[src/logic/mmu_pkg.sv]
package mmu_pkg;

	// --------------------------------------------------------------------
	// widths
	// --------------------------------------------------------------------
	localparam int XLEN          = 32;
	localparam int PAGE_OFFSET_W = 12;
	localparam int VPN_W         = 10;
	localparam int PPN_W         = 20;

	// response codes, same encoding as the AXI resp field
	localparam logic [1:0] RESP_OKAY       = 2'd0;
	localparam logic [1:0] RESP_PAGE_FAULT = 2'd2;

	// --------------------------------------------------------------------
	// bus payloads
	// --------------------------------------------------------------------
	typedef struct packed {
		logic [XLEN-1:0]   addr;
		logic              we;
		logic [XLEN-1:0]   wdata;
		logic [XLEN/8-1:0] wstrb;
	} mmu_req_t;

	typedef struct packed {
		logic [XLEN-1:0] rdata;
		logic [1:0]      resp;
	} mmu_rsp_t;

	// --------------------------------------------------------------------
	// page table entry
	// --------------------------------------------------------------------
	typedef struct packed {
		logic [11:0] ppn1;
		logic [9:0]  ppn0;
		logic [1:0]  rsw;
		logic        d;
		logic        a;
		logic        g;
		logic        u;
		logic        x;
		logic        w;
		logic        r;
		logic        v;
	} pte_t;

	// read data is an entry during a walk, plain data otherwise
	typedef union packed {
		pte_t            pte;
		logic [XLEN-1:0] data;
	} bus_word_u;

	typedef enum logic [1:0] {
		LEVEL1,
		LEVEL2,
		DATA
	} walk_phase_e;

	typedef enum logic [1:0] {
		POINTER,
		LEAF,
		FAULT
	} pte_verdict_e;

	// low part of the 22-bit ppn, enough for a 32-bit physical space
	function automatic logic [PPN_W-1:0] pte_ppn(pte_t pte);
		logic [21:0] full;
		full = {pte.ppn1, pte.ppn0};
		return full[PPN_W-1:0];
	endfunction

endpackage

[src/logic/walk_ctrl.sv]
`timescale 1ns/1ps

module walk_ctrl (
	input  logic                  clk,
	input  logic                  rst,
	input  logic                  satp_mode,
	input  logic                  up_req_valid,
	input  logic                  up_rsp_ready,
	input  logic                  mem_req_ready,
	input  logic                  mem_rsp_valid,
	input  mmu_pkg::pte_verdict_e verdict,
	output logic                  bypass,
	output logic                  up_req_ready,
	output logic                  up_rsp_valid,
	output logic                  mem_req_valid,
	output logic                  mem_rsp_ready,
	output mmu_pkg::walk_phase_e  phase,
	output logic                  capture_req,
	output logic                  capture_pte,
	output logic                  fault
);
	import mmu_pkg::*;

	typedef enum logic [2:0] {
		S_IDLE,
		S_BYPASS,
		S_ISSUE,
		S_WAIT_RSP,
		S_RESPOND
	} state_e;

	state_e      state;
	state_e      state_next;
	walk_phase_e phase_next;
	logic        fault_next;
	logic        data_phase;

	// outstanding pass-through requests
	logic [2:0] byp_cnt;
	logic [2:0] byp_cnt_next;
	logic       byp_req_xfer;
	logic       byp_rsp_xfer;

	// --------------------------------------------------------------------
	// outputs
	// --------------------------------------------------------------------
	assign data_phase = (phase == DATA);

	// idle in bare mode already forwards, so bare mode costs no cycle
	assign bypass        = (state == S_BYPASS) || (state == S_IDLE && !satp_mode);
	assign up_req_ready  = (state == S_IDLE);
	assign mem_req_valid = (state == S_ISSUE);
	assign capture_req   = (state == S_IDLE) && satp_mode && up_req_valid;
	assign capture_pte   = (state == S_WAIT_RSP) && mem_rsp_valid && !data_phase;

	// data response goes straight up, the memory holds it until taken
	assign mem_rsp_ready = (state == S_WAIT_RSP) && (!data_phase || up_rsp_ready);
	assign up_rsp_valid  = (state == S_RESPOND) ||
		(state == S_WAIT_RSP && data_phase && mem_rsp_valid);

	assign byp_req_xfer = bypass && up_req_valid && mem_req_ready;
	assign byp_rsp_xfer = bypass && mem_rsp_valid && up_rsp_ready;
	assign byp_cnt_next = byp_cnt + {2'b00, byp_req_xfer} - {2'b00, byp_rsp_xfer};

	// --------------------------------------------------------------------
	// next state
	// --------------------------------------------------------------------
	always_comb begin
		state_next = state;
		phase_next = phase;
		fault_next = fault;
		case (state)
			S_IDLE: begin
				// satp mode only looked at here
				if (!satp_mode) begin
					if (byp_cnt_next != 3'd0) begin
						state_next = S_BYPASS;
					end
				end else if (up_req_valid) begin
					phase_next = LEVEL1;
					state_next = S_ISSUE;
				end
			end
			S_BYPASS: begin
				if (byp_cnt_next == 3'd0) begin
					state_next = S_IDLE;
				end
			end
			S_ISSUE: begin
				if (mem_req_ready) begin
					state_next = S_WAIT_RSP;
				end
			end
			S_WAIT_RSP: begin
				if (mem_rsp_valid) begin
					if (data_phase) begin
						if (up_rsp_ready) begin
							state_next = S_IDLE;
						end
					end else if (verdict == FAULT) begin
						fault_next = 1'b1;
						state_next = S_RESPOND;
					end else begin
						phase_next = (phase == LEVEL1) ? LEVEL2 : DATA;
						state_next = S_ISSUE;
					end
				end
			end
			S_RESPOND: begin
				if (up_rsp_ready) begin
					fault_next = 1'b0;
					state_next = S_IDLE;
				end
			end
			default: begin
				state_next = S_IDLE;
			end
		endcase
	end

	always_ff @(posedge clk) begin
		if (rst) begin
			state   <= S_IDLE;
			phase   <= LEVEL1;
			fault   <= 1'b0;
			byp_cnt <= 3'd0;
		end else begin
			state   <= state_next;
			phase   <= phase_next;
			fault   <= fault_next;
			byp_cnt <= byp_cnt_next;
		end
	end

	// --------------------------------------------------------------------
	// checks
	// --------------------------------------------------------------------
	// walk request and its phase stay put until the memory takes them
	a_req_held: assert property (@(posedge clk) disable iff (rst)
		mem_req_valid && !mem_req_ready |=> mem_req_valid && $stable(phase));

	// pass-through responses never come from the walker
	a_no_rsp_in_bypass: assert property (@(posedge clk) disable iff (rst)
		bypass |-> !up_rsp_valid && !fault);

endmodule

[src/logic/walk_addr_gen.sv]
`timescale 1ns/1ps

module walk_addr_gen (
	input  logic                      clk,
	input  logic                      rst,
	input  logic [mmu_pkg::PPN_W-1:0] satp_ppn,
	input  mmu_pkg::walk_phase_e      phase,
	input  logic                      capture_req,
	input  logic                      capture_pte,
	input  mmu_pkg::mmu_req_t         up_req,
	input  mmu_pkg::bus_word_u        mem_rsp_data,
	output mmu_pkg::mmu_req_t         walk_req,
	output logic                      is_write
);
	import mmu_pkg::*;

	logic [XLEN-1:0]   vaddr_q;
	logic [XLEN-1:0]   wdata_q;
	logic [XLEN/8-1:0] wstrb_q;
	logic              we_q;
	pte_t              pte1_q;
	pte_t              pte2_q;

	logic [VPN_W-1:0]         vpn1;
	logic [VPN_W-1:0]         vpn0;
	logic [PAGE_OFFSET_W-1:0] offset;
	logic [XLEN-1:0]          l1_addr;
	logic [XLEN-1:0]          l2_addr;
	logic [XLEN-1:0]          phys_addr;

	always_ff @(posedge clk) begin
		if (rst) begin
			we_q <= 1'b0;
		end else if (capture_req) begin
			we_q <= up_req.we;
		end
	end

	always_ff @(posedge clk) begin
		if (capture_req) begin
			vaddr_q <= up_req.addr;
			wdata_q <= up_req.wdata;
			wstrb_q <= up_req.wstrb;
		end
	end

	// entry register picked by the level being fetched
	always_ff @(posedge clk) begin
		if (capture_pte) begin
			if (phase == LEVEL1) begin
				pte1_q <= mem_rsp_data.pte;
			end else begin
				pte2_q <= mem_rsp_data.pte;
			end
		end
	end

	assign vpn1   = vaddr_q[XLEN-1 -: VPN_W];
	assign vpn0   = vaddr_q[PAGE_OFFSET_W +: VPN_W];
	assign offset = vaddr_q[PAGE_OFFSET_W-1:0];

	// entries are 4 bytes, hence the two zero bits
	assign l1_addr   = {satp_ppn, vpn1, 2'b00};
	assign l2_addr   = {pte_ppn(pte1_q), vpn0, 2'b00};
	assign phys_addr = {pte_ppn(pte2_q), offset};

	always_comb begin
		walk_req.wdata = wdata_q;
		walk_req.wstrb = wstrb_q;
		walk_req.we    = 1'b0;
		case (phase)
			LEVEL1: begin
				walk_req.addr = l1_addr;
			end
			LEVEL2: begin
				walk_req.addr = l2_addr;
			end
			default: begin
				walk_req.addr = phys_addr;
				walk_req.we   = we_q;
			end
		endcase
	end

	assign is_write = we_q;

endmodule

[src/logic/pte_check.sv]
`timescale 1ns/1ps

module pte_check (
	input  mmu_pkg::walk_phase_e  phase,
	input  logic                  is_write,
	input  mmu_pkg::bus_word_u    entry,
	output mmu_pkg::pte_verdict_e verdict
);
	import mmu_pkg::*;

	pte_t pte;
	logic malformed;
	logic is_leaf;
	logic no_perm;

	assign pte = entry.pte;

	// R, W and X all clear means a pointer to the next table
	assign is_leaf   = pte.r | pte.x;
	assign malformed = ~pte.v | (pte.w & ~pte.r);

	// U, G, A and D are not looked at
	assign no_perm = is_write ? ~pte.w : ~pte.r;

	always_comb begin
		verdict = FAULT;
		case (phase)
			LEVEL1: begin
				// a leaf here would be a superpage
				if (!malformed && !is_leaf) begin
					verdict = POINTER;
				end
			end
			LEVEL2: begin
				if (!malformed && is_leaf && !no_perm) begin
					verdict = LEAF;
				end
			end
			default: begin
				// data word, nothing to judge
				verdict = LEAF;
			end
		endcase
	end

endmodule

[src/logic/mem_port_mux.sv]
`timescale 1ns/1ps

module mem_port_mux (
	input  logic              clk,
	input  logic              rst,
	input  logic              bypass,
	input  logic              fault,
	input  mmu_pkg::mmu_req_t up_req,
	input  logic              up_req_valid,
	input  logic              up_rsp_ready,
	input  mmu_pkg::mmu_req_t walk_req,
	input  logic              ctrl_up_req_ready,
	input  logic              ctrl_up_rsp_valid,
	input  logic              ctrl_mem_req_valid,
	input  logic              ctrl_mem_rsp_ready,
	input  logic              mem_req_ready,
	input  mmu_pkg::mmu_rsp_t mem_rsp,
	input  logic              mem_rsp_valid,
	output mmu_pkg::mmu_req_t mem_req,
	output logic              mem_req_valid,
	output logic              mem_rsp_ready,
	output mmu_pkg::mmu_rsp_t up_rsp,
	output logic              up_rsp_valid,
	output logic              up_req_ready
);
	import mmu_pkg::*;

	// --------------------------------------------------------------------
	// request side
	// --------------------------------------------------------------------
	assign mem_req       = bypass ? up_req : walk_req;
	assign mem_req_valid = bypass ? up_req_valid : ctrl_mem_req_valid;
	assign up_req_ready  = bypass ? mem_req_ready : ctrl_up_req_ready;

	// --------------------------------------------------------------------
	// response side
	// --------------------------------------------------------------------
	assign mem_rsp_ready = bypass ? up_rsp_ready : ctrl_mem_rsp_ready;
	assign up_rsp_valid  = bypass ? mem_rsp_valid : ctrl_up_rsp_valid;

	// faults return zero data
	always_comb begin
		up_rsp = mem_rsp;
		if (fault) begin
			up_rsp.rdata = '0;
			up_rsp.resp  = RESP_PAGE_FAULT;
		end
	end

	// client and walker never share the downstream port
	a_walker_quiet: assert property (@(posedge clk) disable iff (rst)
		bypass |-> !ctrl_mem_req_valid);

endmodule

[src/logic/sv32_mmu.sv]
`timescale 1ns/1ps

module sv32_mmu (
	input  logic                     clk,
	input  logic                     rst,
	input  logic [mmu_pkg::XLEN-1:0] satp,
	input  mmu_pkg::mmu_req_t        up_req,
	input  logic                     up_req_valid,
	output logic                     up_req_ready,
	output mmu_pkg::mmu_rsp_t        up_rsp,
	output logic                     up_rsp_valid,
	input  logic                     up_rsp_ready,
	output mmu_pkg::mmu_req_t        mem_req,
	output logic                     mem_req_valid,
	input  logic                     mem_req_ready,
	input  mmu_pkg::mmu_rsp_t        mem_rsp,
	input  logic                     mem_rsp_valid,
	output logic                     mem_rsp_ready
);
	import mmu_pkg::*;

	logic             satp_mode;
	logic [PPN_W-1:0] satp_ppn;
	bus_word_u        rsp_word;

	logic         bypass;
	logic         fault;
	walk_phase_e  phase;
	pte_verdict_e verdict;
	logic         capture_req;
	logic         capture_pte;
	logic         is_write;
	mmu_req_t     walk_req;

	logic ctrl_up_req_ready;
	logic ctrl_up_rsp_valid;
	logic ctrl_mem_req_valid;
	logic ctrl_mem_rsp_ready;

	// mode in the top bit, root table ppn in the low bits
	assign satp_mode = satp[XLEN-1];
	assign satp_ppn  = satp[PPN_W-1:0];
	assign rsp_word  = mem_rsp.rdata;

	walk_ctrl u_walk_ctrl (
		.clk           (clk),
		.rst           (rst),
		.satp_mode     (satp_mode),
		.up_req_valid  (up_req_valid),
		.up_rsp_ready  (up_rsp_ready),
		.mem_req_ready (mem_req_ready),
		.mem_rsp_valid (mem_rsp_valid),
		.verdict       (verdict),
		.bypass        (bypass),
		.up_req_ready  (ctrl_up_req_ready),
		.up_rsp_valid  (ctrl_up_rsp_valid),
		.mem_req_valid (ctrl_mem_req_valid),
		.mem_rsp_ready (ctrl_mem_rsp_ready),
		.phase         (phase),
		.capture_req   (capture_req),
		.capture_pte   (capture_pte),
		.fault         (fault)
	);

	walk_addr_gen u_walk_addr_gen (
		.clk          (clk),
		.rst          (rst),
		.satp_ppn     (satp_ppn),
		.phase        (phase),
		.capture_req  (capture_req),
		.capture_pte  (capture_pte),
		.up_req       (up_req),
		.mem_rsp_data (rsp_word),
		.walk_req     (walk_req),
		.is_write     (is_write)
	);

	pte_check u_pte_check (
		.phase    (phase),
		.is_write (is_write),
		.entry    (rsp_word),
		.verdict  (verdict)
	);

	mem_port_mux u_mem_port_mux (
		.clk                (clk),
		.rst                (rst),
		.bypass             (bypass),
		.fault              (fault),
		.up_req             (up_req),
		.up_req_valid       (up_req_valid),
		.up_rsp_ready       (up_rsp_ready),
		.walk_req           (walk_req),
		.ctrl_up_req_ready  (ctrl_up_req_ready),
		.ctrl_up_rsp_valid  (ctrl_up_rsp_valid),
		.ctrl_mem_req_valid (ctrl_mem_req_valid),
		.ctrl_mem_rsp_ready (ctrl_mem_rsp_ready),
		.mem_req_ready      (mem_req_ready),
		.mem_rsp            (mem_rsp),
		.mem_rsp_valid      (mem_rsp_valid),
		.mem_req            (mem_req),
		.mem_req_valid      (mem_req_valid),
		.mem_rsp_ready      (mem_rsp_ready),
		.up_rsp             (up_rsp),
		.up_rsp_valid       (up_rsp_valid),
		.up_req_ready       (up_req_ready)
	);

endmodule

[config.mk]
export PLATFORM = sky130hd
export DESIGN_NAME = sv32_mmu
export DESIGN_NICKNAME = d
export VERILOG_FILES = /design/src/logic/mmu_pkg.sv /design/src/logic/walk_ctrl.sv /design/src/logic/walk_addr_gen.sv /design/src/logic/pte_check.sv /design/src/logic/mem_port_mux.sv /design/src/logic/sv32_mmu.sv
export SDC_FILE = /design/constraint.sdc
export NUM_CORES = 1
export LEC_CHECK = 0
export BUFFER_PORTS_ARGS = -buffer_cell sky130_fd_sc_hd__buf_2
export CAP_MARGIN = 30
export CORE_MARGIN = 2
export CORE_UTILIZATION = 30
export CTS_CLUSTER_DIAMETER = 120
export DETAILED_ROUTE_END_ITERATION = 10
export SETUP_SLACK_MARGIN = 0.5
export SLEW_MARGIN = 5
export SYNTH_ARGS = -nofsm -noshare
export SYNTH_HDL_FRONTEND = slang
export SYNTH_SLANG_ARGS = --single-unit
export TNS_END_PERCENT = 50
[constraint.sdc]
create_clock -name clk -period 6.37 [get_ports clk]
set_input_delay 1.5925 -clock clk [delete_from_list [all_inputs] [get_ports clk]]
set_output_delay 1.5925 -clock clk [all_outputs]
set_load 0.02 [all_outputs]
; Word-level counts from Yosys, hierarchy flattened
; Cells that the tools add are included.
[word_totals]
regBits = 118
in_bits = 141
out_inout_bits = 107
wordCells = 108
[op_classes]
addsub = 2
n_eq_ne = 18
n_mux = 34
bitwise_logic = 7
reduce_logical = 35
[ops]
columns = cell, n
row1 = $mux 69, 1
row2 = $pmux 32 s2, 1
row3 = $mux 34, 1
row4 = $mux 3, 9
row5 = $ne 2x2->1 const B, 9
row6 = $mux 2, 8
row7 = $logic_and 1x1->1, 15
row8 = $pmux 3 s5, 1
row9 = $mux 1, 10
row10 = $reduce_and 5->1, 2
row11 = $pmux 2 s2, 2
row12 = $eq 3x2->1 const B, 2
row13 = $logic_not 3->1, 2
row14 = $ne 3x3->1 const B, 2
row15 = $reduce_and 6->1, 1
row16 = $logic_not 1->1, 5
row17 = $eq 2x2->1 const B, 2
row18 = $not 1->1, 4
row19 = $reduce_and 2->1, 2
row20 = $reduce_bool 2->1, 2
row21 = $add 3x1->3, 1
row22 = $eq 3x1->1 const B, 1
row23 = $eq 3x3->1 const B, 1
row24 = $logic_or 1x1->1, 3
row25 = other kinds (8), 9

; Longest topological paths before layout
; Gate-level depths: netlist (run 1).
[logic_depth]
ltp_word = 13
depth_mapped = 15
ltp_nobuf = 12

; Hierarchy
; From an unflattened synthesis (run 1), not the netlist that was laid out.
[hier_totals]
hier_cells = 414
area_unflattened_um2 = 6123.4
[by_module_without_submodules]
columns = mod, n_inst, cells_per_inst, area_per_inst_um2, seq_area_each_um2
row1 = walk_addr_gen, 1, 217, 3978.8, 3263.1
row2 = mem_port_mux, 1, 118, 1481.4, 0.0
row3 = walk_ctrl, 1, 75, 635.6, 180.2
row4 = pte_check, 1, 4, 27.5, 0.0

; Worst setup path before layout (run 1)
; No wires, ideal clock.
[synth_timing]
path_type = in2out
start = in satp[31] (netlist name)
end = out mem_req[61] (netlist name)
arrival_time_ps = 2596
required_ps = 4777
slack_ps = 2181
path_stages = 5
n_path_buf = 2
path_cell_list = nor2b_4 > nor3_4 > buf_6 > buf_2 > o21ai_0
[synth_lines]
columns = item, line
row1 = start: declaration, sv32_mmu.sv:6  ; input logic [mmu_pkg::XLEN-1:0] satp,
row2 = end: declaration, sv32_mmu.sv:13  ; output mmu_pkg::mmu_req_t mem_req,

==> summary by stage, run 1 <==
Die
For this configuration, the core starts out at a cell density of 0.305. The height of the die is 141 um. The number of cell rows is 50. The die covers between 15000 and 20000 um2.

The area of the core region is ~19000 um2. The number of top-level pins is between 200 and 250. The chip width is roughly 140 um.

Placed design
The count of buffers from port buffering is between 200 and 250. The HPWL after detailed placement is approximately 10000 um. Prior to clock tree synthesis, the placed netlist has a worst setup slack of roughly 1.7 ns. Routability-driven placement finished with a final weighted congestion of approximately 0.83.

STA
The final setup violation count is 0. The setup slack after layout is 1.66 ns. Setup repair after global routing left no endpoint under its margin. The total negative setup slack is 0 ns. Across the routed clock network, the largest skew measured is roughly 0.0074 ns. The final-report hold violation count was 0. Dividing the final minimum period by the clock period gives 0.739. The max-slew headroom at the worst pin is 0.392. The minimum clock period after layout is 4.71 ns. At the pin with the least slew margin, the transition time is just over 0.9 ns. The top achievable clock speed is between 200 and 250 MHz.

The final number of max-transition violations was 0.

Global routing
In the global route stage, overall resource usage came out at 0.147. Entering global routing, the biggest net connects about 100 pins. The via count of the first global-routing pass is around 4200. The global-route congestion overflow total is 0.

The first global-routing pass estimated around 22000 um of wire. The initial antenna violation count is 0.

Detailed routing
After the first detailed-routing iteration, the DRC count stood at 220. The final antenna-violating net count is 0. Summed over all layers, the routed wires come to 14900 um. The detailed-route wire length per cell is about 16 um.

In the routed design, unresolved DRC markers number 0. The first-pass iteration count of the detailed router is 4. Using the TritonRoute via totals, the vias-per-cell ratio works out to about 4.6.

The number of vias after detailed routing is ~4300.

Synth
The post-synthesis cell area is ~5700 um2. After synthesis the netlist holds a flip-flop and latch count of approximately 120. For this run, the register share of the synthesized area comes to 0.609. The top cell type by total area after synthesis is sky130_fd_sc_hd__edfxtp_1. The Yosys step of the flow raised 0 warnings.

Counting flops with an async set or reset pin after synthesis yields a share of 0. The number of nets handed over by synthesis was slightly above 600. A synthesized cell averages 12.3 um2. The netlist uses 48 different library cells. The area share of the largest cell type after synthesis is 0.573. The instance count of the mapped netlist is 460. Counting flops with a built-in enable in the synthesized netlist gives around 110. Among all flip-flop cells after synthesis, the most frequent one is sky130_fd_sc_hd__edfxtp_1. By area the synthesized netlist is led by sky130_fd_sc_hd__edfxtp_1 (57%), sky130_fd_sc_hd__mux2i_1 (5.7%), sky130_fd_sc_hd__nor2b_1 (4.1%).

Critical path
The setup slack on the worst flop-to-flop path is 3.49 ns. The most numerous cell type found on the critical path is sky130_fd_sc_hd__buf_2. STA puts the critical path data required time at around 4.8 ns. The critical path arrival is approximately 3.1 ns. Walking the worst path, the cells encountered are buf_2 > nor2b_4 > nor3_4 > buf_12 > mux2_2 > buf_2. The nature of the critical path endpoint is a primary output.

The largest single stage delay on the critical path is about 0.4 ns. The largest individual stage delay along the critical path comes from the cell sky130_fd_sc_hd__buf_12. The critical path is of the in -> out type. The largest fanout of any net on the critical path is 100. STA classifies the critical path startpoint as an input port.

Clock tree
The number of H-tree branching levels is 4. The CTS buffer count is 17. The worst-case clock buffer depth is 2.

The hold-fix buffer count after cts is 0. The source-to-sink clock delay at the later pin of the worst-skew pair is 0.41 ns. Clock-pin slew was measured on the worst setup and hold paths at ~0.060 ns. Counting every sink on the clock net gives roughly 120.

In this run the post-CTS setup repair buffer count came out at 0. The number of gates resized after CTS was 0. The cell chosen for the clock root is sky130_fd_sc_hd__clkbuf_16.

The TritonCTS clock tree is yes.

Status
The run finished with clean final reports.

Cells and area
In the layout the commonest cells are sky130_fd_sc_hd__buf_2 (236), sky130_fd_sc_hd__edfxtp_1 (108), sky130_fd_sc_hd__nor2_1 (42). Relative to the synthesized area, the layout overhead comes to 35.1%. The number of nets in the final layout is roughly 830. The final antenna diode count is 0. The fraction of layout cells with a size suffix above 1 is 0.438. The most frequent standard cell in the layout excluding fill and tap cells is sky130_fd_sc_hd__buf_2. The share of the core filled with cells in the final layout is 0.412.

Pwr
The total power is roughly 0.0029 W. The leakage component of the power is 3.08 nW. The worst IR drop on VDD is roughly 0.00018 V. Dividing total power by cell area gives a power density of around 370 nW/um2.

Hold path
The type of the worst min-delay path is reg -> reg.

Job
Across the run, the number of max-cap violations was 0.
## sequential cells by signal, summed over array words and instances (netlist names)
signal,count
u_walk_addr_gen.is_write,1
u_walk_addr_gen.l2_addr,20
u_walk_addr_gen.phys_addr,20
u_walk_addr_gen.vaddr_q,32
u_walk_addr_gen.wdata_q,32
u_walk_addr_gen.wstrb_q,4
u_walk_ctrl.byp_cnt,3
u_walk_ctrl.fault,1
u_walk_ctrl.phase,2
u_walk_ctrl.state,3
## final cells by class
| class | count | area [um2] |
|---|---|---|
| Clock buffer | 17 | 425 |
| Timing Repair Buffer | 243 | 1250 |
| Multi-Input combinational cell | 304 | 2040 |
| Inverter | 6 | 22.5 |
| Tap cell | 234 | 293 |
| Sequential cell | 118 | 3450 |
| Clock inverter | 15 | 170 |
| Fill cell | 1781 | 10900 |
## worst max-delay path: cells and delay by family
kind | cells | cell delay (ns)
multiplexers | 1 | 0.39
buffers and inverters | 3 | 0.70
AND/OR/NAND/NOR | 2 | 0.38
## where the power goes
| group | total (W) | leakage [nW] | switching (W) | internal [W] |
|---|---|---|---|---|
| clock network | 0.000962 | 0.281 | 0.000377 | 0.000586 |
| logic | 0.000917 | 1.73 | 0.000580 | 0.000338 |
| registers | 0.000978 | 1.07 | 0.0000394 | 0.000938 |
## routing by layer
| layer | global-route usage | up-vias | part of all wire |
|---|---|---|---|
| li1 | - | 2136 | - |
| met1 | 0.190 | 2015 | 0.46 |
| met2 | 0.237 | 184 | 0.46 |
| met3 | 0.0466 | 10 | 0.068 |
| met4 | 0.0442 | 0 | 0.0089 |
| met5 | 0 | - | 0 |
## cell usage after synthesis, drive strengths merged, types with 4 or more instances
cell type,instances
nor2,44
dfxtp,10
inv,6
nor3,8
buf,22
edfxtp,108
clkbuf,10
mux2,36
nand2,39
nor3b,4
o21ai,37
nor2b,38
mux2i,32
a21oi,34
## through the flow
| stage | cell area (um2) | hold slack, ns | std cells |
|---|---|---|---|
| 2_1_floorplan | 5660 | 0.477 | 460 |
| 3_3_place_gp | 7050 | 0.540 | 905 |
| 3_5_place_dp | 7050 | 0.560 | 905 |
| 4_1_cts | 7650 | 0.570 | 937 |
| 5_1_grt | 7650 | 0.580 | 937 |
| 6_report | 7650 | 0.553 | 937 |
## kinds of logic after synthesis
family | Yosys count | synth area share
AO/OA/AOI/OAI | 85 | 0.0860
XOR/XNOR | 1 | 0.00398
adder cells (fa/ha/maj) | 3 | 0.00796
buffers and inverters | 38 | 0.0323
flip-flops | 118 | 0.609
multiplexers | 68 | 0.128
AND/OR/NAND/NOR | 147 | 0.133
## path summary, 6_finish.rpt
check | cells past startpoint | end | startpoint
max | 6 | mem_req[6] | satp[31]
min | 2 | u_walk_addr_gen.is_write | u_walk_addr_gen.is_write
max reg2reg | 11 | u_walk_ctrl.state[0] | u_walk_ctrl.state[1]
min reg2reg | 2 | u_walk_addr_gen.is_write | u_walk_addr_gen.is_write
No activity file was read; power rests on OpenSTA's default activity.
==> run 2: changes to the inputs <==
==> constraint.sdc (replaced) <==
create_clock -name clk -period 4.7 [get_ports clk]
set_input_delay 1.175 -clock clk [delete_from_list [all_inputs] [get_ports clk]]
set_output_delay 1.175 -clock clk [all_outputs]
set_load 0.02 [all_outputs]
==> run 2 against run 1 <==
Effect of this change:
- sequential cell count unchanged
- sequential power grew 35%
- register-to-register slack got worse by 1.8 ns
- count of clock-buffer cells in the layout did not move
- largest power group is now clock
==> summary by stage, run 2 (synthesis results as in run 1) <==
Critical path
The critical path required time is about 3.5 ns. The worst setup path is of the in -> out kind. The cell type with the highest occurrence count on the critical path is sky130_fd_sc_hd__buf_2. The terminus of the critical flop-to-flop path is u_walk_ctrl.state[0].

Along the worst path, the maximum fanout reaches 80. The worst setup path is launched from an input port. The number of cells on the worst reg-to-reg path is 13. The worst setup path is captured at a primary output.

At the worst endpoint, the arrival time is about 2.6 ns. The signal on the critical path passes through buf_2 > nor2b_4 > nor3_4 > buf_12 > mux2_2 > buf_2. The peak per-stage delay on the critical path is a little under 0.4 ns. The setup slack on the worst flop-to-flop path is roughly 1.7 ns.

In this run the critical register-to-register path is launched from u_walk_ctrl.state[0]. Among all stages on the critical path, the largest delay is contributed by sky130_fd_sc_hd__mux2_2.

Pwr
VDD sags by at most roughly 0.00024 V. The fraction of power spent switching nets is 0.343. For this design the ratio of total power to cell area is ~510 nW/um2. For this design the static power due to leakage is around 3.1 nW.

The design draws just under 0.004 W. The internal power contribution is between 0.002 and 0.003 W. The share of total power in the clock network is 0.341. The switching power summed over all nets is around 0.0013 W.

Of the total power, combinational logic draws 0.322. The share of power burned in registers is 0.337.

Die
The die outline area is between 15000 and 20000 um2. The height of the die is about 140 um. For this configuration, the core starts out at a cell density of 0.305. In this run the horizontal extent of the chip is 141 um.

The number of cell rows is 50. During I/O placement, the number of pins put on the boundary was roughly 250. The area of the core region is 18600 um2.

Hold path
The hold path startpoint is u_walk_addr_gen.is_write. The worst hold path terminates at u_walk_addr_gen.is_write. Counting instances, the worst hold path has a depth of 2. The type of the worst min-delay path is reg -> reg.

Placed design
Counting tap cells, the placed design contains a total of 907 instances. The cell area reported after detailed placement is around 7000 um2. The half-perimeter wire length after detailed placement is around 11000 um.

The congestion estimate from routability-driven global placement came to about 0.77. During placement, the flow inserted port buffers numbering 236.

Cells and area
In the final design database the tool counted between 800 and 900 nets. In the final layout, the registers with the most flip-flops are u_walk_addr_gen.vaddr_q: 32 flops, u_walk_addr_gen.wdata_q: 32 flops. The final standard cell area without fillers is slightly below 8000 um2.

Leaving out fill and tap cells, the most frequent cell in the layout is sky130_fd_sc_hd__buf_2. The repair_antennas step left the layout with diodes totalling 0. The fraction of layout cells with a size suffix above 1 is 0.438. Relative to the synthesized area, the layout overhead comes to 35.9%.

Once layout is complete, the cells apart from fillers number 939. The library cells used most frequently in the layout, excluding fill and tap cells, are sky130_fd_sc_hd__buf_2 (236), sky130_fd_sc_hd__edfxtp_1 (108), sky130_fd_sc_hd__nor2_1 (42).

Global routing
The via count of the first global-routing pass is ~4200. After global routing the overflow that remains totals 0. The total global-route track usage is 0.151. The initial antenna violation count came to 0. The global-route wire length before repair is about 23000 um. Entering global routing, the biggest net connects between 80 and 90 pins.

Detailed routing
Wires add up to about 15000 um. The final routed DRC violation total is 0. After detailed routing, the number of vias per cell comes to about 4.6. The final antenna-violating net count is 0. The number of DRC markers after the initial detailed-route iteration is around 150. The first-pass iteration count of the detailed router is 4.

Across all layers, the routed design uses between 4000 and 5000 vias. The detailed-route wire length per cell is around 16 um.

Clock tree
The longest clock path from root to sink contains 2 buffers. The clock reaches the later pin of the worst-skew pair after roughly 0.41 ns. After clock tree synthesis, the flow added hold-fix buffers numbering 0.

After clock tree synthesis, the clock-pin slew on the worst setup and hold paths is approximately 0.05 ns. The cell sitting at the root of the clock tree is a sky130_fd_sc_hd__clkbuf_16. Counting every sink on the clock net gives between 100 and 150. The post-cts gate resize count is 0. The number of H-tree branching levels is 4. The TritonCTS clock tree is yes. The number of setup buffers added after CTS is 0. The CTS buffer count is 17.

STA
The clock skew is roughly 0.0066 ns. Setup repair after global routing left no endpoint under its margin. Measured against its own limit, the worst slew margin works out to 0.474. The final setup violation count is 0. The top achievable clock speed is 266 MHz. Counting I/O delays and the setup requirement, the final critical path takes 3.76 ns. The final-report hold violation count is 0. Of the available clock period, the critical path in the final layout requires 0.800. The worst-margin pin slew is between 0.7 and 0.8 ns. The final number of max-transition violations is 0.

The total negative setup slack is 0 ns. The worst hold slack is about 0.58 ns.

Status
The flow ran to the end, and the final reports show no timing, DRC or antenna violations.

Job
The number of maximum-capacitance constraint violations is 0.
run 2: changes by cell type in the layout (fill, tap and decap cells not counted):
cell | before | now
sky130_fd_sc_hd__buf_16 | 0 | 1
sky130_fd_sc_hd__buf_4 | 6 | 7
sky130_fd_sc_hd__bufinv_16 | 2 | 3
sky130_fd_sc_hd__clkinv_1 | 0 | 1
sky130_fd_sc_hd__clkinv_2 | 1 | 2
sky130_fd_sc_hd__clkinv_4 | 2 | 3
sky130_fd_sc_hd__inv_6 | 4 | 1
sky130_fd_sc_hd__inv_8 | 2 | 1
run 2: cell type report:
class / instances / area (um2)
multi-input cells: 304 / 2040
repair buffers: 245 / 1280
clock inverters: 15 / 180
well taps: 234 / 293
clock buffers: 17 / 425
fillers: 1786 / 10900
inverters: 6 / 22.5
flip-flops and latches: 118 / 3450
run 2: how the worst max path moves through the flow:
stage	startpoint	end	slack [ns]	cells past startpoint
final	satp[31]	mem_req[7]	0.94	6
after global placement	satp[31]	u_walk_ctrl.state[0]	0.86	14
after global routing	satp[31]	mem_req[7]	0.86	6
after CTS	satp[31]	mem_req[7]	0.93	6
after floorplan	satp[31]	u_walk_ctrl.state[0]	1.22	14
after detailed placement	satp[31]	u_walk_ctrl.state[0]	0.84	14
run 2: metal layers:
layer | track usage | routed length, um | vias to the layer above
li1 | - | - | 2143
met4 | 0.0547 | 200 | 0
met2 | 0.245 | 7080 | 185
met5 | 0 | 0 | -
met3 | 0.0456 | 1020 | 11
met1 | 0.192 | 7020 | 2010
run 2: power by group through the flow:
stage	combinational (W)	clock [W]	sequential [W]
floorplan	0.000893	0	0.00131
global placement	0.00126	0	0.00135
detailed placement	0.00128	0	0.00135
CTS	0.00128	0.00138	0.00132
global route	0.00137	0.00143	0.00133
finish	0.00126	0.00134	0.00132
run 2: worst max-delay path, delay by kind of cell:
kind          cells  cell delay, ns
buf+inv           3            0.65
mux               1            0.39
simple gates      2            0.33
run 2: through the flow:
step / util / setup WS, ns
after floorplan: - / 1.22
after global placement: 0.380 / 0.861
after detailed placement: 0.381 / 0.838
after CTS: 0.414 / 0.931
after global routing: 0.414 / 0.861
final: 0.414 / 0.941
==> run 3: changes to the inputs <==
--- a/config.mk
+++ b/config.mk
@@ -5,6 +5,7 @@
 export SDC_FILE = /design/constraint.sdc
 export NUM_CORES = 1
 export LEC_CHECK = 0
+export ABC_AREA = 1
 export BUFFER_PORTS_ARGS = -buffer_cell sky130_fd_sc_hd__buf_2
 export CAP_MARGIN = 30
 export CORE_MARGIN = 2
==> constraint.sdc (replaced) <==
create_clock -name clk -period 3.8 [get_ports clk]
set_input_delay 0.95 -clock clk [delete_from_list [all_inputs] [get_ports clk]]
set_output_delay 0.95 -clock clk [all_outputs]
set_load 0.02 [all_outputs]
==> run 3 against run 2 <==
Effect of this change:
- clock skew increased by 0.0010 ns
- die area up 3.6%
- final cell count increased by 19%
- non-clock buffer count grew 2
- sequential power grew 24%
- design area is 2.6% higher
- hold slack got worse by 0.099 ns
- synthesized area is 3.7% higher
- critical endpoint is now mem_req[54]
==> summary by stage, run 3 <==
Status
The run finished with clean final reports.

STA
In the final timing run, aggregate negative setup slack is 0 ns. Setup violations remaining at the end of the flow were counted as 0. For the finished layout, the period the worst path requires is between 3 and 4 ns.

The final-report hold violation count came to 0. For the final database, setup skew stands at 0.00761 ns. The max-slew headroom at the worst pin is 0.435. The final number of max-transition violations is 0. The share of the cycle needed by the critical path after routing is 0.842. The top achievable clock speed is between 300 and 400 MHz. Setup repair after global routing could not meet its margin everywhere. The worst-margin pin slew is between 0.8 and 0.9 ns. The setup slack after layout is approximately 0.60 ns.

Critical path
The critical path arrival is around 2.3 ns. Broken down by cell family, the worst path's largest delay share belongs to buffers and inverters. On the critical path, the stage with the largest delay is an instance of sky130_fd_sc_hd__buf_12. The critical path required time is roughly 2.9 ns. The setup path with the least slack is of type in -> out. Along the worst path, the maximum fanout reaches 100. The peak per-stage delay on the critical path is ~0.42 ns. Walking the worst path, the cells encountered are buf_2 > nor2_4 > nor2_4 > buf_12 > nor2_1 > a41oi_2 > buf_2.

The startpoint type of the worst setup path is an input port. The total buffers and inverters traversed by the critical path is 3. The nature of the critical path endpoint is a primary output. The setup check on the worst reg-to-reg path leaves a slack of between 0.9 and 1 ns.

Global routing
The first global-routing pass estimated ~24000 um of wire. The total global-route track usage is 0.152. Entering global routing, the biggest net connects roughly 100 pins.

The via count of the first global-routing pass is approximately 4600. The total overflow left after global routing is 0. The initial antenna violation count is 1.

Clock tree
The hold-fix buffer count after cts is 0. The clock reaches the later pin of the worst-skew pair after between 0.4 and 0.5 ns. The cell sitting at the root of the clock tree is a sky130_fd_sc_hd__clkbuf_16. The worst-case clock buffer depth is 2. Clock tree synthesis found a total of about 120 sinks. CTS built an H-tree with a depth of 4. In this run, post-CTS repair resized a total of 0 instances.

The number of setup buffers added after CTS is 0. The clock-pin slew of the registers on the worst-case setup and hold paths is ~0.05 ns. TritonCTS built the clock tree. The CTS buffer count is 17.

Detailed routing
The average via count per standard cell is 4.34. In the routed design, unresolved DRC markers number 0. The total wire length is 16100 um. After detailed routing, the average wire length per cell comes to roughly 14 um. The final antenna-violating net count is 0. The first-pass iteration count of the detailed router is 4.

The number of DRC markers after the initial detailed-route iteration is about 180. The number of vias after detailed routing is slightly below 5000.

Job
Across the run, the number of max-cap violations was 0.

Pwr
The fraction of power spent switching nets is 0.412. The leakage component of the power is ~3.5 nW. The total power is about 0.0056 W. The internal power contribution is between 0.003 and 0.004 W. Of the total power, registers draw 0.293. The share of total power in the clock network is 0.273. Power spread over the standard cell area amounts to between 700 and 800 nW/um2. Summed over all nets, the switching power comes to around 0.0023 W. The fraction of power consumed by combinational cells is 0.435.

VDD sags by at most 0.000343 V.

Placed design
Routability-driven placement finished with a final weighted congestion of around 0.79. The count of buffers from port buffering is roughly 240. Once detailed placement completed, the half-perimeter wirelength came to 11400 um. Once placement finished, the instance area stood at ~7300 um2. OpenSTA, run right after detailed placement, puts the worst setup slack at about 0.45 ns.

Cells and area
After the last flow step, the layout net total stands at between 900 and 1000. The fraction of layout cells with a size suffix above 1 is 0.388. In the layout the commonest cells are sky130_fd_sc_hd__nand2_1 (241), sky130_fd_sc_hd__buf_2 (236), sky130_fd_sc_hd__edfxtp_1 (108). The largest registers in the layout are u_walk_addr_gen.vaddr_q: 32 flops, u_walk_addr_gen.wdata_q: 32 flops. The final standard cell area without fillers is 7890 um2.

From synthesis to final layout, the design area changed by 34.5%. Leaving out fill and tap cells, the most frequent cell in the layout is sky130_fd_sc_hd__nand2_1. The share of the core filled with cells in the final layout is 0.408.

Synth
Ranked by total cell area, the synthesized netlist is headed by sky130_fd_sc_hd__edfxtp_1 (55%), sky130_fd_sc_hd__nand2_1 (15%), sky130_fd_sc_hd__a41oi_2 (8.3%). Dividing the synthesized area by the synthesized cell count gives 9.68 um2. The commonest register cell after synthesis is sky130_fd_sc_hd__edfxtp_1. The synthesized design contains roughly 120 register bits. In the synthesized netlist the async set-or-reset flop fraction comes to 0. The number of warnings printed during yosys synthesis is 0.

Summed over all instances, the cell type with the most area after synthesis is sky130_fd_sc_hd__edfxtp_1. The distinct cell type count of the synthesized netlist is 29. For this run, the register share of the synthesized area comes to 0.587. The post-synthesis cell area is 5870 um2. The dominant cell by count in the synthesized netlist is sky130_fd_sc_hd__nand2_1. The synthesized net count is 750. Counting instances in the post-synthesis netlist gives the leading cell types as sky130_fd_sc_hd__nand2_1 (241), sky130_fd_sc_hd__edfxtp_1 (108), sky130_fd_sc_hd__nor2_1 (76), sky130_fd_sc_hd__inv_1 (54), sky130_fd_sc_hd__a41oi_2 (30). Yosys mapped a number of flops with a built-in enable equal to between 100 and 150. The instance count of the mapped netlist is 606. The share of synthesized area in the top cell type comes to 0.553.

Die
For this design the top-level I/O count stands at 248. The chip width is approximately 140 um. The die outline area is 20700 um2.

The initial standard-cell utilization of the core is 0.304. The number of cell rows is between 50 and 60. The area of the core region is 19300 um2. The die is 144 um tall.

Hold path
The worst hold path belongs to the class reg -> reg.
==> run 3: cell types whose count changed after synthesis, sizes merged, moves of 4 or more <==
cell / change
nor2: +47
a21oi: -29
nor2b: -38
nor3: -5
nor3b: -4
nand3: +11
o21ai: -29
inv: +51
mux2: -36
nand2: +203
mux2i: -32
buf: -5
a41oi: +30
==> run 3: routing by layer <==
| metal | vias up | track usage | routed length, um | part of all wire |
|---|---|---|---|---|
| li1 | 2467 | - | - | - |
| met1 | 2193 | 0.191 | 7090 | 0.44 |
| met2 | 178 | 0.251 | 7690 | 0.48 |
| met3 | 24 | 0.0360 | 892 | 0.056 |
| met4 | 0 | 0.0619 | 393 | 0.024 |
| met5 | - | 0 | 0 | 0 |
==> run 3: kinds of logic after synthesis <==
| group | Yosys count | share of synthesized area |
|---|---|---|
| adders and majority gates | 3 | 0.00768 |
| buffers and inverters | 87 | 0.0669 |
| AOI/OAI and AO/OA | 45 | 0.0968 |
| and+or+nand+nor | 353 | 0.242 |
| DFF | 118 | 0.587 |
==> run 3: final cells by class <==
type,instances,area [um2]
antenna,1,2.50
clock buffer,18,429
clock inverter,13,134
fill,1959,11400
inverter,57,214
multi-input combinational,402,2050
sequential,118,3440
tap,265,332
timing repair buffer,247,1280
==> run 3: final timing paths <==
kind	start	to	depth (start not counted)
min reg2reg	u_walk_addr_gen.is_write	u_walk_addr_gen.is_write	2
max	satp[31]	mem_req[54]	7
max reg2reg	u_walk_ctrl.state[2]	u_walk_ctrl.state[0]	20
min	u_walk_addr_gen.is_write	u_walk_addr_gen.is_write	2
==> run 3: power groups by stage <==
stage	sequential [W]	clock (W)	combinational (W)
after floorplan	0.00164	0	0.00175
after global placement	0.00167	0	0.00243
after detailed placement	0.00166	0	0.00246
after CTS	0.00164	0.00156	0.00247
after global routing	0.00165	0.00162	0.00268
final	0.00164	0.00153	0.00244
==> run 3: through the flow <==
step                instances  hold slack (ns)
floorplan                 606            0.444
global placement         1087            0.466
detailed placement       1088            0.468
CTS                      1119            0.475
global route             1121            0.518
finish                   1121            0.480
==> run 3: tightest hold or removal path, cell delays in order (launching register included) <==
cell and delay [ns]:
sky130_fd_sc_hd__dfxtp_1 0.31, sky130_fd_sc_hd__inv_1 0.07, sky130_fd_sc_hd__a21oi_1 0.06
